`src/common/fp_isa_pkg.sv`:
```
package fp_isa_pkg;

  // widths with a meaning in the RISC-V F extension
  typedef logic [31:0] fp_word_t;
  typedef logic [31:0] instr_t;
  typedef logic [4:0] reg_addr_t;
  typedef logic [11:0] csr_addr_t;
  typedef logic [4:0] fflags_t;   // NV DZ OF UF NX from high to low
  typedef logic [2:0] frm_t;

  typedef enum logic [3:0] {
    op_sgnj,
    op_sgnjn,
    op_sgnjx,
    op_min,
    op_max,
    op_eq,
    op_lt,
    op_le,
    op_mv_f2i,
    op_mv_i2f,
    op_class,
    op_csrrw,
    op_csrrs
  } fp_op_e;

  localparam logic [6:0] opcode_fp = 7'h53;
  localparam logic [6:0] opcode_system = 7'h73;

  // upper five bits of funct7, the low two bits hold the format
  localparam logic [4:0] funct5_sgnj = 5'b00100;
  localparam logic [4:0] funct5_minmax = 5'b00101;
  localparam logic [4:0] funct5_cmp = 5'b10100;
  localparam logic [4:0] funct5_mv_f2i = 5'b11100;   // shared with fclass
  localparam logic [4:0] funct5_mv_i2f = 5'b11110;
  localparam logic [1:0] fmt_s = 2'b00;

  localparam logic [2:0] funct3_csrrw = 3'd1;
  localparam logic [2:0] funct3_csrrs = 3'd2;

  localparam csr_addr_t csr_fflags = 12'h001;
  localparam csr_addr_t csr_frm = 12'h002;
  localparam csr_addr_t csr_fcsr = 12'h003;

  localparam fp_word_t canonical_nan = 32'h7fc00000;

  // bit positions of the fclass result
  localparam int fclass_neg_inf = 0;
  localparam int fclass_neg_norm = 1;
  localparam int fclass_neg_sub = 2;
  localparam int fclass_neg_zero = 3;
  localparam int fclass_pos_zero = 4;
  localparam int fclass_pos_sub = 5;
  localparam int fclass_pos_norm = 6;
  localparam int fclass_pos_inf = 7;
  localparam int fclass_snan = 8;
  localparam int fclass_qnan = 9;

endpackage

```
`src/common/fpu_bus_pkg.sv`:
```
package fpu_bus_pkg;

  // one instruction as the host hands it over
  typedef struct packed {
    fp_isa_pkg::instr_t instr;
    fp_isa_pkg::fp_word_t int_operand;
  } fpu_req_t;

  typedef struct packed {
    fp_isa_pkg::fp_op_e op;
    fp_isa_pkg::reg_addr_t rd;
    fp_isa_pkg::reg_addr_t rs1;
    fp_isa_pkg::reg_addr_t rs2;
    fp_isa_pkg::csr_addr_t csr_addr;
    logic writes_fp;
    logic writes_int;
    logic illegal;
  } fp_ctrl_t;

  // flags is the fflags value once the instruction has retired
  typedef struct packed {
    fp_isa_pkg::fp_word_t result;
    fp_isa_pkg::reg_addr_t rd;
    logic writes_fp;
    logic illegal;
    fp_isa_pkg::fflags_t flags;
  } fpu_rsp_t;

endpackage

```
`src/rtl/fpu_intake.sv`:
```
`timescale 1ns/1ns

module fpu_intake (
  input  logic                  clock,
  input  logic                  reset,
  input  logic                  req_i,
  input  fpu_bus_pkg::fpu_req_t request_i,
  input  logic                  free_i,
  output logic                  ack_o,
  output logic                  issue_o,
  output fpu_bus_pkg::fpu_req_t held_o
);
  import fpu_bus_pkg::*;

  typedef enum logic [1:0] {st_idle, st_acked, st_wait_low} state_e;

  state_e state;

  always_ff @(posedge clock) begin
    if (!reset) begin
      state <= st_idle;
    end else begin
      case (state)
        st_idle: if (req_i && free_i) state <= st_acked;
        st_acked: state <= req_i ? st_wait_low : st_idle;
        st_wait_low: if (!req_i) state <= st_idle;
        default: state <= st_idle;
      endcase
    end
  end

  always_ff @(posedge clock) begin
    if (state == st_idle && req_i && free_i) held_o <= request_i;
  end

  assign issue_o = (state == st_acked);   // first cycle after accept only
  assign ack_o = (state != st_idle);

  // the host must still be requesting at the edge where ack is raised
  ack_needs_req: assert property (@(posedge clock) disable iff (!reset)
    $rose(ack_o) |-> req_i);

endmodule

```
`src/fpu_core/fpu_decode.sv`:
```
`timescale 1ns/1ns

module fpu_decode (
  input  fp_isa_pkg::instr_t     instr_i,
  output fpu_bus_pkg::fp_ctrl_t  ctrl_o
);
  import fp_isa_pkg::*;
  import fpu_bus_pkg::*;

  logic [6:0] opcode;
  logic [2:0] funct3;
  logic [6:0] funct7;

  assign opcode = instr_i[6:0];
  assign funct3 = instr_i[14:12];
  assign funct7 = instr_i[31:25];

  always_comb begin
    ctrl_o = '0;
    ctrl_o.op = op_sgnj;
    ctrl_o.rd = instr_i[11:7];
    ctrl_o.rs1 = instr_i[19:15];
    ctrl_o.rs2 = instr_i[24:20];
    ctrl_o.csr_addr = instr_i[31:20];
    case (opcode)
      opcode_fp: begin
        if (funct7[1:0] != fmt_s) ctrl_o.illegal = 1'b1;   // only single precision
        case (funct7[6:2])
          funct5_sgnj: begin
            ctrl_o.writes_fp = 1'b1;
            case (funct3)
              3'd0: ctrl_o.op = op_sgnj;
              3'd1: ctrl_o.op = op_sgnjn;
              3'd2: ctrl_o.op = op_sgnjx;
              default: ctrl_o.illegal = 1'b1;
            endcase
          end
          funct5_minmax: begin
            ctrl_o.writes_fp = 1'b1;
            ctrl_o.op = (funct3 == 3'd1) ? op_max : op_min;
            if (funct3 > 3'd1) ctrl_o.illegal = 1'b1;
          end
          funct5_cmp: begin
            ctrl_o.writes_int = 1'b1;
            case (funct3)
              3'd0: ctrl_o.op = op_le;
              3'd1: ctrl_o.op = op_lt;
              3'd2: ctrl_o.op = op_eq;
              default: ctrl_o.illegal = 1'b1;
            endcase
          end
          funct5_mv_f2i: begin
            ctrl_o.writes_int = 1'b1;
            ctrl_o.op = (funct3 == 3'd1) ? op_class : op_mv_f2i;
            if (funct3 > 3'd1) ctrl_o.illegal = 1'b1;
          end
          funct5_mv_i2f: begin
            ctrl_o.writes_fp = 1'b1;
            ctrl_o.op = op_mv_i2f;
            if (funct3 != 3'd0) ctrl_o.illegal = 1'b1;
          end
          default: ctrl_o.illegal = 1'b1;
        endcase
      end
      opcode_system: begin
        ctrl_o.writes_int = 1'b1;
        ctrl_o.op = (funct3 == funct3_csrrs) ? op_csrrs : op_csrrw;
        if (funct3 != funct3_csrrw && funct3 != funct3_csrrs) ctrl_o.illegal = 1'b1;
        if (ctrl_o.csr_addr != csr_fflags && ctrl_o.csr_addr != csr_frm &&
            ctrl_o.csr_addr != csr_fcsr) ctrl_o.illegal = 1'b1;
      end
      default: ctrl_o.illegal = 1'b1;
    endcase
    if (ctrl_o.illegal) begin
      // an illegal instruction leaves every register alone
      ctrl_o.writes_fp = 1'b0;
      ctrl_o.writes_int = 1'b0;
    end
  end

endmodule

```
`src/fpu_core/fpu_regfile.sv`:
```
`timescale 1ns/1ns

module fpu_regfile (
  input  logic                     clock,
  input  logic                     reset,
  input  fp_isa_pkg::reg_addr_t    raddr1_i,
  input  fp_isa_pkg::reg_addr_t    raddr2_i,
  output fp_isa_pkg::fp_word_t     rdata1_o,
  output fp_isa_pkg::fp_word_t     rdata2_o,
  input  logic                     wen_i,
  input  fp_isa_pkg::reg_addr_t    waddr_i,
  input  fp_isa_pkg::fp_word_t     wdata_i
);
  import fp_isa_pkg::*;

  fp_word_t regs [32];

  always_ff @(posedge clock) begin
    if (!reset) begin
      for (int i = 0; i < 32; i++) regs[i] <= '0;   // f0 is a normal register
    end else if (wen_i) begin
      regs[waddr_i] <= wdata_i;
    end
  end

  assign rdata1_o = regs[raddr1_i];
  assign rdata2_o = regs[raddr2_i];

endmodule

```
`src/fpu_core/fpu_alu.sv`:
```
`timescale 1ns/1ns

module fpu_alu (
  input  fp_isa_pkg::fp_op_e   op_i,
  input  fp_isa_pkg::fp_word_t a_i,
  input  fp_isa_pkg::fp_word_t b_i,
  input  fp_isa_pkg::fp_word_t int_i,
  output fp_isa_pkg::fp_word_t result_o,
  output logic                 invalid_o
);
  import fp_isa_pkg::*;

  logic a_sign, b_sign, a_exp_max, b_exp_max, a_exp_zero, a_man_zero, b_man_zero;
  logic a_nan, b_nan, any_nan, any_snan, both_zero;
  logic ord_lt, ord_eq, tot_lt;
  logic [9:0] class_bits;

  assign a_sign = a_i[31];
  assign b_sign = b_i[31];
  assign a_exp_max = (a_i[30:23] == 8'hff);
  assign b_exp_max = (b_i[30:23] == 8'hff);
  assign a_exp_zero = (a_i[30:23] == 8'h00);
  assign a_man_zero = (a_i[22:0] == '0);
  assign b_man_zero = (b_i[22:0] == '0);
  assign a_nan = a_exp_max & ~a_man_zero;
  assign b_nan = b_exp_max & ~b_man_zero;
  assign any_nan = a_nan | b_nan;
  assign any_snan = (a_nan & ~a_i[22]) | (b_nan & ~b_i[22]);   // quiet bit clear
  assign both_zero = (a_i[30:0] == '0) && (b_i[30:0] == '0);

  // ordered compare, -0 and +0 are equal here
  always_comb begin
    if (a_sign != b_sign) ord_lt = a_sign & ~both_zero;
    else if (!a_sign) ord_lt = a_i[30:0] < b_i[30:0];
    else ord_lt = b_i[30:0] < a_i[30:0];
  end
  assign ord_eq = (a_i == b_i) | both_zero;
  assign tot_lt = ord_lt | (both_zero & a_sign & ~b_sign);   // min/max put -0 below +0

  always_comb begin
    class_bits = '0;
    class_bits[fclass_neg_inf] = a_sign & a_exp_max & a_man_zero;
    class_bits[fclass_neg_norm] = a_sign & ~a_exp_max & ~a_exp_zero;
    class_bits[fclass_neg_sub] = a_sign & a_exp_zero & ~a_man_zero;
    class_bits[fclass_neg_zero] = a_sign & a_exp_zero & a_man_zero;
    class_bits[fclass_pos_zero] = ~a_sign & a_exp_zero & a_man_zero;
    class_bits[fclass_pos_sub] = ~a_sign & a_exp_zero & ~a_man_zero;
    class_bits[fclass_pos_norm] = ~a_sign & ~a_exp_max & ~a_exp_zero;
    class_bits[fclass_pos_inf] = ~a_sign & a_exp_max & a_man_zero;
    class_bits[fclass_snan] = a_nan & ~a_i[22];
    class_bits[fclass_qnan] = a_nan & a_i[22];
  end

  always_comb begin
    result_o = a_i;
    invalid_o = 1'b0;
    case (op_i)
      op_sgnj: result_o = {b_sign, a_i[30:0]};
      op_sgnjn: result_o = {~b_sign, a_i[30:0]};
      op_sgnjx: result_o = {a_sign ^ b_sign, a_i[30:0]};
      op_min, op_max: begin
        invalid_o = any_snan;
        if (a_nan && b_nan) result_o = canonical_nan;
        else if (a_nan) result_o = b_i;
        else if (b_nan) result_o = a_i;
        else if (op_i == op_min) result_o = tot_lt ? a_i : b_i;
        else result_o = tot_lt ? b_i : a_i;
      end
      op_eq: begin
        invalid_o = any_snan;   // feq is a quiet compare
        result_o = {31'b0, ~any_nan & ord_eq};
      end
      op_lt: begin
        invalid_o = any_nan;
        result_o = {31'b0, ~any_nan & ord_lt};
      end
      op_le: begin
        invalid_o = any_nan;
        result_o = {31'b0, ~any_nan & (ord_lt | ord_eq)};
      end
      op_mv_i2f: result_o = int_i;
      op_class: result_o = {22'b0, class_bits};
      default: result_o = a_i;   // fmv.x.w, and CSR ops take the CSR value in the top
    endcase
  end

endmodule

```
`src/fpu_core/fpu_csr.sv`:
```
`timescale 1ns/1ns

module fpu_csr (
  input  logic                  clock,
  input  logic                  reset,
  input  logic                  issue_i,
  input  fpu_bus_pkg::fp_ctrl_t ctrl_i,
  input  fp_isa_pkg::fp_word_t  wdata_i,
  input  fp_isa_pkg::fflags_t   flags_i,
  output fp_isa_pkg::fp_word_t  rdata_o,
  output fp_isa_pkg::fflags_t   fflags_o
);
  import fp_isa_pkg::*;

  fflags_t fflags, fflags_next;
  frm_t frm, frm_next;
  fp_word_t wval;
  logic is_csr;

  assign is_csr = (ctrl_i.op == op_csrrw) || (ctrl_i.op == op_csrrs);

  always_comb begin
    case (ctrl_i.csr_addr)
      csr_fflags: rdata_o = {27'b0, fflags};
      csr_frm: rdata_o = {29'b0, frm};
      csr_fcsr: rdata_o = {24'b0, frm, fflags};
      default: rdata_o = '0;
    endcase
  end

  assign wval = (ctrl_i.op == op_csrrw) ? wdata_i : (rdata_o | wdata_i);

  always_comb begin
    fflags_next = fflags;
    frm_next = frm;
    if (issue_i && !ctrl_i.illegal) begin
      if (is_csr) begin
        if (ctrl_i.csr_addr != csr_frm) fflags_next = wval[4:0];
        if (ctrl_i.csr_addr == csr_frm) frm_next = wval[2:0];
        if (ctrl_i.csr_addr == csr_fcsr) frm_next = wval[7:5];
      end else begin
        fflags_next = fflags | flags_i;   // flags only ever accrue
      end
    end
  end

  always_ff @(posedge clock) begin
    if (!reset) begin
      fflags <= '0;
      frm <= '0;
    end else begin
      fflags <= fflags_next;
      frm <= frm_next;
    end
  end

  assign fflags_o = fflags_next;

endmodule

```
`src/rtl/fpu_respond.sv`:
```
`timescale 1ns/1ns

module fpu_respond (
  input  logic                  clock,
  input  logic                  reset,
  input  logic                  issue_i,
  input  fpu_bus_pkg::fpu_rsp_t result_i,
  input  logic                  rsp_ack_i,
  output logic                  free_o,
  output logic                  rsp_req_o,
  output fpu_bus_pkg::fpu_rsp_t response_o
);
  import fpu_bus_pkg::*;

  typedef enum logic [1:0] {st_free, st_pending, st_release} state_e;

  state_e state;

  always_ff @(posedge clock) begin
    if (!reset) begin
      state <= st_free;
    end else begin
      case (state)
        st_free: if (issue_i) state <= st_pending;
        st_pending: if (rsp_ack_i) state <= st_release;
        st_release: if (!rsp_ack_i) state <= st_free;   // consumer has let go
        default: state <= st_free;
      endcase
    end
  end

  always_ff @(posedge clock) begin
    if (state == st_free && issue_i) response_o <= result_i;
  end

  assign rsp_req_o = (state == st_pending);
  assign free_o = (state == st_free);

  // a result issued while a response is still pending would be lost
  issue_when_free: assert property (@(posedge clock) disable iff (!reset)
    issue_i |-> free_o);

endmodule

```
`src/rtl/fpu_top.sv`:
```
`timescale 1ns/1ns

module fpu_top (
  input  logic                  clock,
  input  logic                  reset,
  input  logic                  req_i,
  input  fpu_bus_pkg::fpu_req_t request_i,
  output logic                  ack_o,
  output logic                  rsp_req_o,
  input  logic                  rsp_ack_i,
  output fpu_bus_pkg::fpu_rsp_t response_o
);
  import fp_isa_pkg::*;
  import fpu_bus_pkg::*;

  logic issue, free, alu_invalid, fp_wen;
  fpu_req_t held;
  fp_ctrl_t ctrl;
  fp_word_t rdata1, rdata2, alu_result, csr_rdata, result_word;
  fflags_t fflags_now;
  fpu_rsp_t rsp;

  fpu_intake i_fpu_intake (
    .clock(clock), .reset(reset), .req_i(req_i), .request_i(request_i),
    .free_i(free), .ack_o(ack_o), .issue_o(issue), .held_o(held)
  );

  fpu_decode i_fpu_decode (.instr_i(held.instr), .ctrl_o(ctrl));

  fpu_regfile i_fpu_regfile (
    .clock(clock), .reset(reset), .raddr1_i(ctrl.rs1), .raddr2_i(ctrl.rs2),
    .rdata1_o(rdata1), .rdata2_o(rdata2), .wen_i(fp_wen), .waddr_i(ctrl.rd),
    .wdata_i(result_word)
  );

  fpu_alu i_fpu_alu (
    .op_i(ctrl.op), .a_i(rdata1), .b_i(rdata2), .int_i(held.int_operand),
    .result_o(alu_result), .invalid_o(alu_invalid)
  );

  fpu_csr i_fpu_csr (
    .clock(clock), .reset(reset), .issue_i(issue), .ctrl_i(ctrl),
    .wdata_i(held.int_operand), .flags_i({alu_invalid, 4'b0}),
    .rdata_o(csr_rdata), .fflags_o(fflags_now)
  );

  assign result_word = (ctrl.op == op_csrrw || ctrl.op == op_csrrs) ? csr_rdata : alu_result;
  assign fp_wen = issue & ctrl.writes_fp & ~ctrl.illegal;
  assign rsp = '{result: result_word, rd: ctrl.rd, writes_fp: ctrl.writes_fp,
                 illegal: ctrl.illegal, flags: fflags_now};

  fpu_respond i_fpu_respond (
    .clock(clock), .reset(reset), .issue_i(issue), .result_i(rsp),
    .rsp_ack_i(rsp_ack_i), .free_o(free), .rsp_req_o(rsp_req_o), .response_o(response_o)
  );

endmodule

```
`config.mk`:
```
export PLATFORM = sky130hd
export DESIGN_NAME = fpu_top
export DESIGN_NICKNAME = d
export VERILOG_FILES = /design/src/common/fp_isa_pkg.sv /design/src/common/fpu_bus_pkg.sv /design/src/rtl/fpu_intake.sv /design/src/fpu_core/fpu_decode.sv /design/src/fpu_core/fpu_regfile.sv /design/src/fpu_core/fpu_alu.sv /design/src/fpu_core/fpu_csr.sv /design/src/rtl/fpu_respond.sv /design/src/rtl/fpu_top.sv
export SDC_FILE = /design/constraint.sdc
export NUM_CORES = 2
export LEC_CHECK = 0
export BUFFER_PORTS_ARGS = -buffer_cell sky130_fd_sc_hd__buf_2
export CAP_MARGIN = 20
export CORE_ASPECT_RATIO = 0.8
export CORE_MARGIN = 1
export CORE_UTILIZATION = 35
export DETAILED_ROUTE_END_ITERATION = 7
export SLEW_MARGIN = 25
export SYNTH_ARGS = -nofsm -noshare
export SYNTH_HDL_FRONTEND = slang
export SYNTH_HIERARCHICAL = 1
export SYNTH_SLANG_ARGS = --single-unit
```
`constraint.sdc`:
```
create_clock -name clock -period 16.95 [get_ports clock]
set_clock_uncertainty 0.05 [all_clocks]
set_input_delay 1.695 -clock clock [delete_from_list [all_inputs] [get_ports clock]]
set_output_delay 1.695 -clock clock [all_outputs]
set_load 0.01 [all_outputs]
```
Word-level counts from Yosys, hierarchy flattened --
Memory sizes are Yosys's and may differ from the RTL's. A register that Yosys moved wholly into a read port is not among the register bits. Index checks and enable logic that the tools add are counted.
Word-level totals: register bits 120, bits in latches 0, RAM bits 1024, bits in read-only memories 0, input bits 68, output and inout bits 46, word-level logic and storage cells 194, memories 1
Memory list:
- i_fpu_regfile.regs | words 32, width 32, rd ports 2, clocked after Yosys merged registers in 2, wr ports 32, line fpu_regfile.sv:16 | fp_word_t regs [32];
Cells by class: $add $sub $neg 0, multipliers 0, divide/modulo/power cells 0, magnitude comparators 3, equality and inequality tests 41, shift-type cells 0, mux-type cells 55, bitwise gates (word level) 46, reductions and logical operators 37
Operators by type and width (number):
- case mux 32 bit (9 select lines) | 1
- two-way mux 32 bit | 8
- zero test 31 bit | 2
- < comparator 31 bit | 2
- zero test 23 bit | 2
- == test 32 bit | 1
- OR reduction 32 bit | 1
- two-way mux 5 bit | 6
- bitwise AND 1 bit | 27
- == test 12 x 2 -> 1 bit (second input constant) | 2
- != test 12 x 2 -> 1 bit (second input constant) | 2
- case mux 8 bit (3 select lines) | 1
- case mux 4 bit (5 select lines) | 1
- == test 4 x 3 -> 1 bit (second input constant) | 4
- == test 4 bit (second input constant) | 4
- == test 8 bit (second input constant) | 2
- two-way mux 1 bit | 16
- two-way mux 2 bit | 8
- == test 5 bit (second input constant) | 3
- == test 7 bit (second input constant) | 2
- == test 12 x 1 -> 1 bit (second input constant) | 1
- two-way mux 3 bit | 4
- != test 12 x 1 -> 1 bit (second input constant) | 1
- case mux 2 bit (3 select lines) | 2
- 37 further kinds | 79

Logic depth before layout (Yosys ltp) --
word-level depth 14, gate-level depth with buffers 27

Cells and area by module --
Netlist, hierarchy kept.
Modules (own cells, without submodules):
- fpu_regfile | times used 1, cells an instance 4646, area each 55751.0 um^2, sequential area each 30749.5 um^2
- fpu_alu | times used 1, cells an instance 329, area each 2245.9 um^2, sequential area each 0.0 um^2
- fpu_intake | times used 1, cells an instance 73, area each 2008.2 um^2, sequential area each 1961.9 um^2
- fpu_respond | times used 1, cells an instance 54, area each 1410.1 um^2, sequential area each 1361.3 um^2
- fpu_top | times used 1, cells an instance 158, area each 1118.6 um^2, sequential area each 0.0 um^2
- fpu_csr | times used 1, cells an instance 119, area each 917.1 um^2, sequential area each 160.2 um^2
- fpu_decode | times used 1, cells an instance 87, area each 628.1 um^2, sequential area each 0.0 um^2

Worst setup path before layout --
Ideal clock, no wire load.
kind register to register, from register i_fpu_intake/held_o[52] (netlist name), to memory i_fpu_regfile/regs[0][1] (netlist name) (data pin), data arrival time 5.020 ns, data required time 16.645 ns, path slack 11.625 ns, stages on the path, launching flop included 26, path through edfxtp_1 > buf_4 > nor2_1 > buf_2 > clkbuf_1 > clkbuf_1 > a22oi_1 > nand3_1 > nand3_1 > ha_1 > nand4_1 > nor2_1 > a221o_1 > a211o_1 > o41ai_2 > or3_4 > a31oi_4 > or2_1 > buf_6 > buf_8 > a221o_1 > nor2_1 > o21ai_1 > o221a_1 > clkbuf_1 > and2_1
RTL lines:
- from (decl) | line fpu_intake.sv:11 | output fpu_bus_pkg::fpu_req_t held_o
- from (signal assigned) | line fpu_intake.sv:33 | if (state == st_idle && req_i && free_i) held_o <= request_i;
- to (decl) | line fpu_regfile.sv:16

==> results.json <==
{
  "crit_required_ns": 17.53,
  "nFillCells": 17100,
  "cts_max_path_buffers": 3,
  "drtAntennaViolNets": 0,
  "start_util_pct": 35.2,
  "ys_warn_count": 6,
  "max-vdd-ir-drop_mv": 0.0861,
  "setup_ws_ns": 7.54,
  "htreeDepth": 3,
  "cts_tree": "done",
  "cts_root_buf": "clkbuf_16",
  "final_cell_area_mm2": 0.0708,
  "die_area_mm2": 0.185,
  "clkLatencyLatePin_ns": 0.77,
  "place_ws_ns": 7.83,
  "power.density_mw_per_mm2": 102,
  "ctsHoldBuffers": 0,
  "drt-total-wl_mm": 231,
  "grt_usage_pct": 24.2,
  "setup_viol": 0,
  "slew_violations": 0,
  "numCtsBuffers": 118,
  "min_period_ns": 9.41,
  "core_area_mm2": 0.182,
  "ioPinCount": 114,
  "startpoint_type": "flip-flop",
  "r2r-start": "i_fpu_intake/held_o[48]$_DFFE_PP_",
  "fin_nets": 5414,
  "maxCapViolCount": 0,
  "io_buffer_count": 113,
  "relSlewSlack_pct": 17.9,
  "final_cells": 7831,
  "avgSynthCellArea_um2": 11.7,
  "fin_setup_tns_ns": 0,
  "crit_path_start": "i_fpu_intake/held_o[48]$_DFFE_PP_",
  "netlist_instances": 5464,
  "grt_start_max_net_pins": 119,
  "drc": 0,
  "fp.dieH_um": 385,
  "syn_area_mm2": 0.0641,
  "drive_above_1_share_pct": 10.1,
  "clk_pin_slew_worst_paths_ns": 0.06,
  "syn_to_final_growth_pct": 10.5,
  "hold_violations": 0,
  "cts_setup_buffers": 0,
  "placedCellCount": 7606,
  "vias": 46500,
  "worstPathMaxFanout": 118,
  "viasPerCell": 5.94,
  "cts.sink_count": 1144,
  "grt_pass1_vias": 44200,
  "fin_hold_ws_ns": 0.422,
  "hold_class": "reg2reg",
  "finalWeightedCongestion": 0.935,
  "tightest_slew_ns": 1.23,
  "crit_path_end_kind": "flip-flop",
  "drt_iter0_drc": 6224,
  "wire_per_inst_um": 29.5,
  "hp-start": "i_fpu_csr/frm[1]$_SDFFE_PN0P_",
  "grt_pass1_wl_mm": 323,
  "cp.arrival_ns": 9.99,
  "path_class": "reg2reg",
  "fin_crit_sh_pct": 55.5,
  "max_freq_ghz": 0.106,
  "antenna_found_initial": 21,
  "first_pass_iters": 6,
  "power_leakage_nw": 27.4,
  "die_w_um": 480,
  "num_rows": 140,
  "rsz0062_at_grt": "no",
  "status": "finished clean",
  "hpwl_mm": 131,
  "post_cts_resized": 0,
  "placed_area_mm2": 0.0670,
  "grt-ovfl-total": 0
}
state kept, by name, indices dropped and copies added (netlist names):
name                      flops
i_fpu_regfile/regs         1024
i_fpu_intake/held_o          64
i_fpu_respond/response_o     44
i_fpu_csr/fflags              5
i_fpu_csr/frm                 3
i_fpu_intake/state            2
i_fpu_respond/state           2
layer usage:
layer,global-route usage (%),routed length (um),vias to the layer above
met5,0.877,251,-
met4,7.81,7580,6
met3,6.04,25800,474
met2,36.8,100000,2600
met1,33.6,97700,23600
li1,-,-,19800
area by class of cell:
cell class,count,area [um^2],area share [%]
sequential,1144,34200,48.4
inverter,46,173,0.244
multi-input combinational,3747,27800,39.3
antenna,7,17.5,0.0247
tap,2414,3020,4.27
clock inverter,73,629,0.889
timing repair buffer,256,1860,2.63
clock buffer,144,3070,4.34
critical path, stage by stage, from the launching register on:
cell and delay [ns]:
edfxtp_1 0.36, buf_4 0.50, buf_12 0.56, buf_4 0.82
mux2i_1 0.27, a22o_1 0.17, nor3_1 0.06, a31oi_1 0.89
nand3_1 0.51, nor4_1 0.60, nand4_1 0.32, nor4_4 0.39
mux2_4 0.22, o41ai_2 0.09, or3_4 0.37, a31oi_4 0.34
or2_1 0.65, a221o_1 0.30, nor2_1 0.05, o21ai_1 0.19
o221a_2 0.80, and2_1 0.23
cell usage in the layout, fill, tap and decap left out, types with 30 or more instances in the layout:
master and instances:
clkinv_1 30, a21oi_1 221, ha_1 33, edfxtp_1 1132, and2_1 1044, o21ai_0 33, a31oi_1 61, inv_1 46
nor2_1 65, nor3_1 76, clkbuf_16 119, mux2i_1 1026, nand2_1 233, o21ai_1 32, a22oi_1 200, conb_1 31
buf_4 127, o21ai_4 35, a22o_1 134, nor4bb_1 34, nand3_1 202, buf_2 112
power breakdown:
group	switching, mW	leakage, nW	internal, mW
clock	1.15	1.81	1.43
combinational	0.964	13.9	0.390
sequential	0.0703	11.7	3.22
total	2.18	27.4	5.04
final timing paths:
path              depth (start not counted)  slack [ns]                                 endpoint
setup / recovery                         21        7.54  i_fpu_regfile/regs[4][17]$_SDFFCE_PN0P_
hold / removal                            2        0.42            i_fpu_csr/frm[1]$_SDFFE_PN0P_
setup reg to reg                         21        7.54  i_fpu_regfile/regs[4][17]$_SDFFCE_PN0P_
hold reg to reg                           2        0.42            i_fpu_csr/frm[1]$_SDFFE_PN0P_
metrics by stage:
stage / util, % / total power [mW]
2_1_floorplan: - / 4.14
3_3_place_gp: 36.7 / 4.63
3_5_place_dp: 36.8 / 4.65
4_1_cts: 38.8 / 7.20
5_1_grt: 38.9 / 7.42
6_report: 38.9 / 7.23
Note: power is estimated with default switching activity, not from simulation.
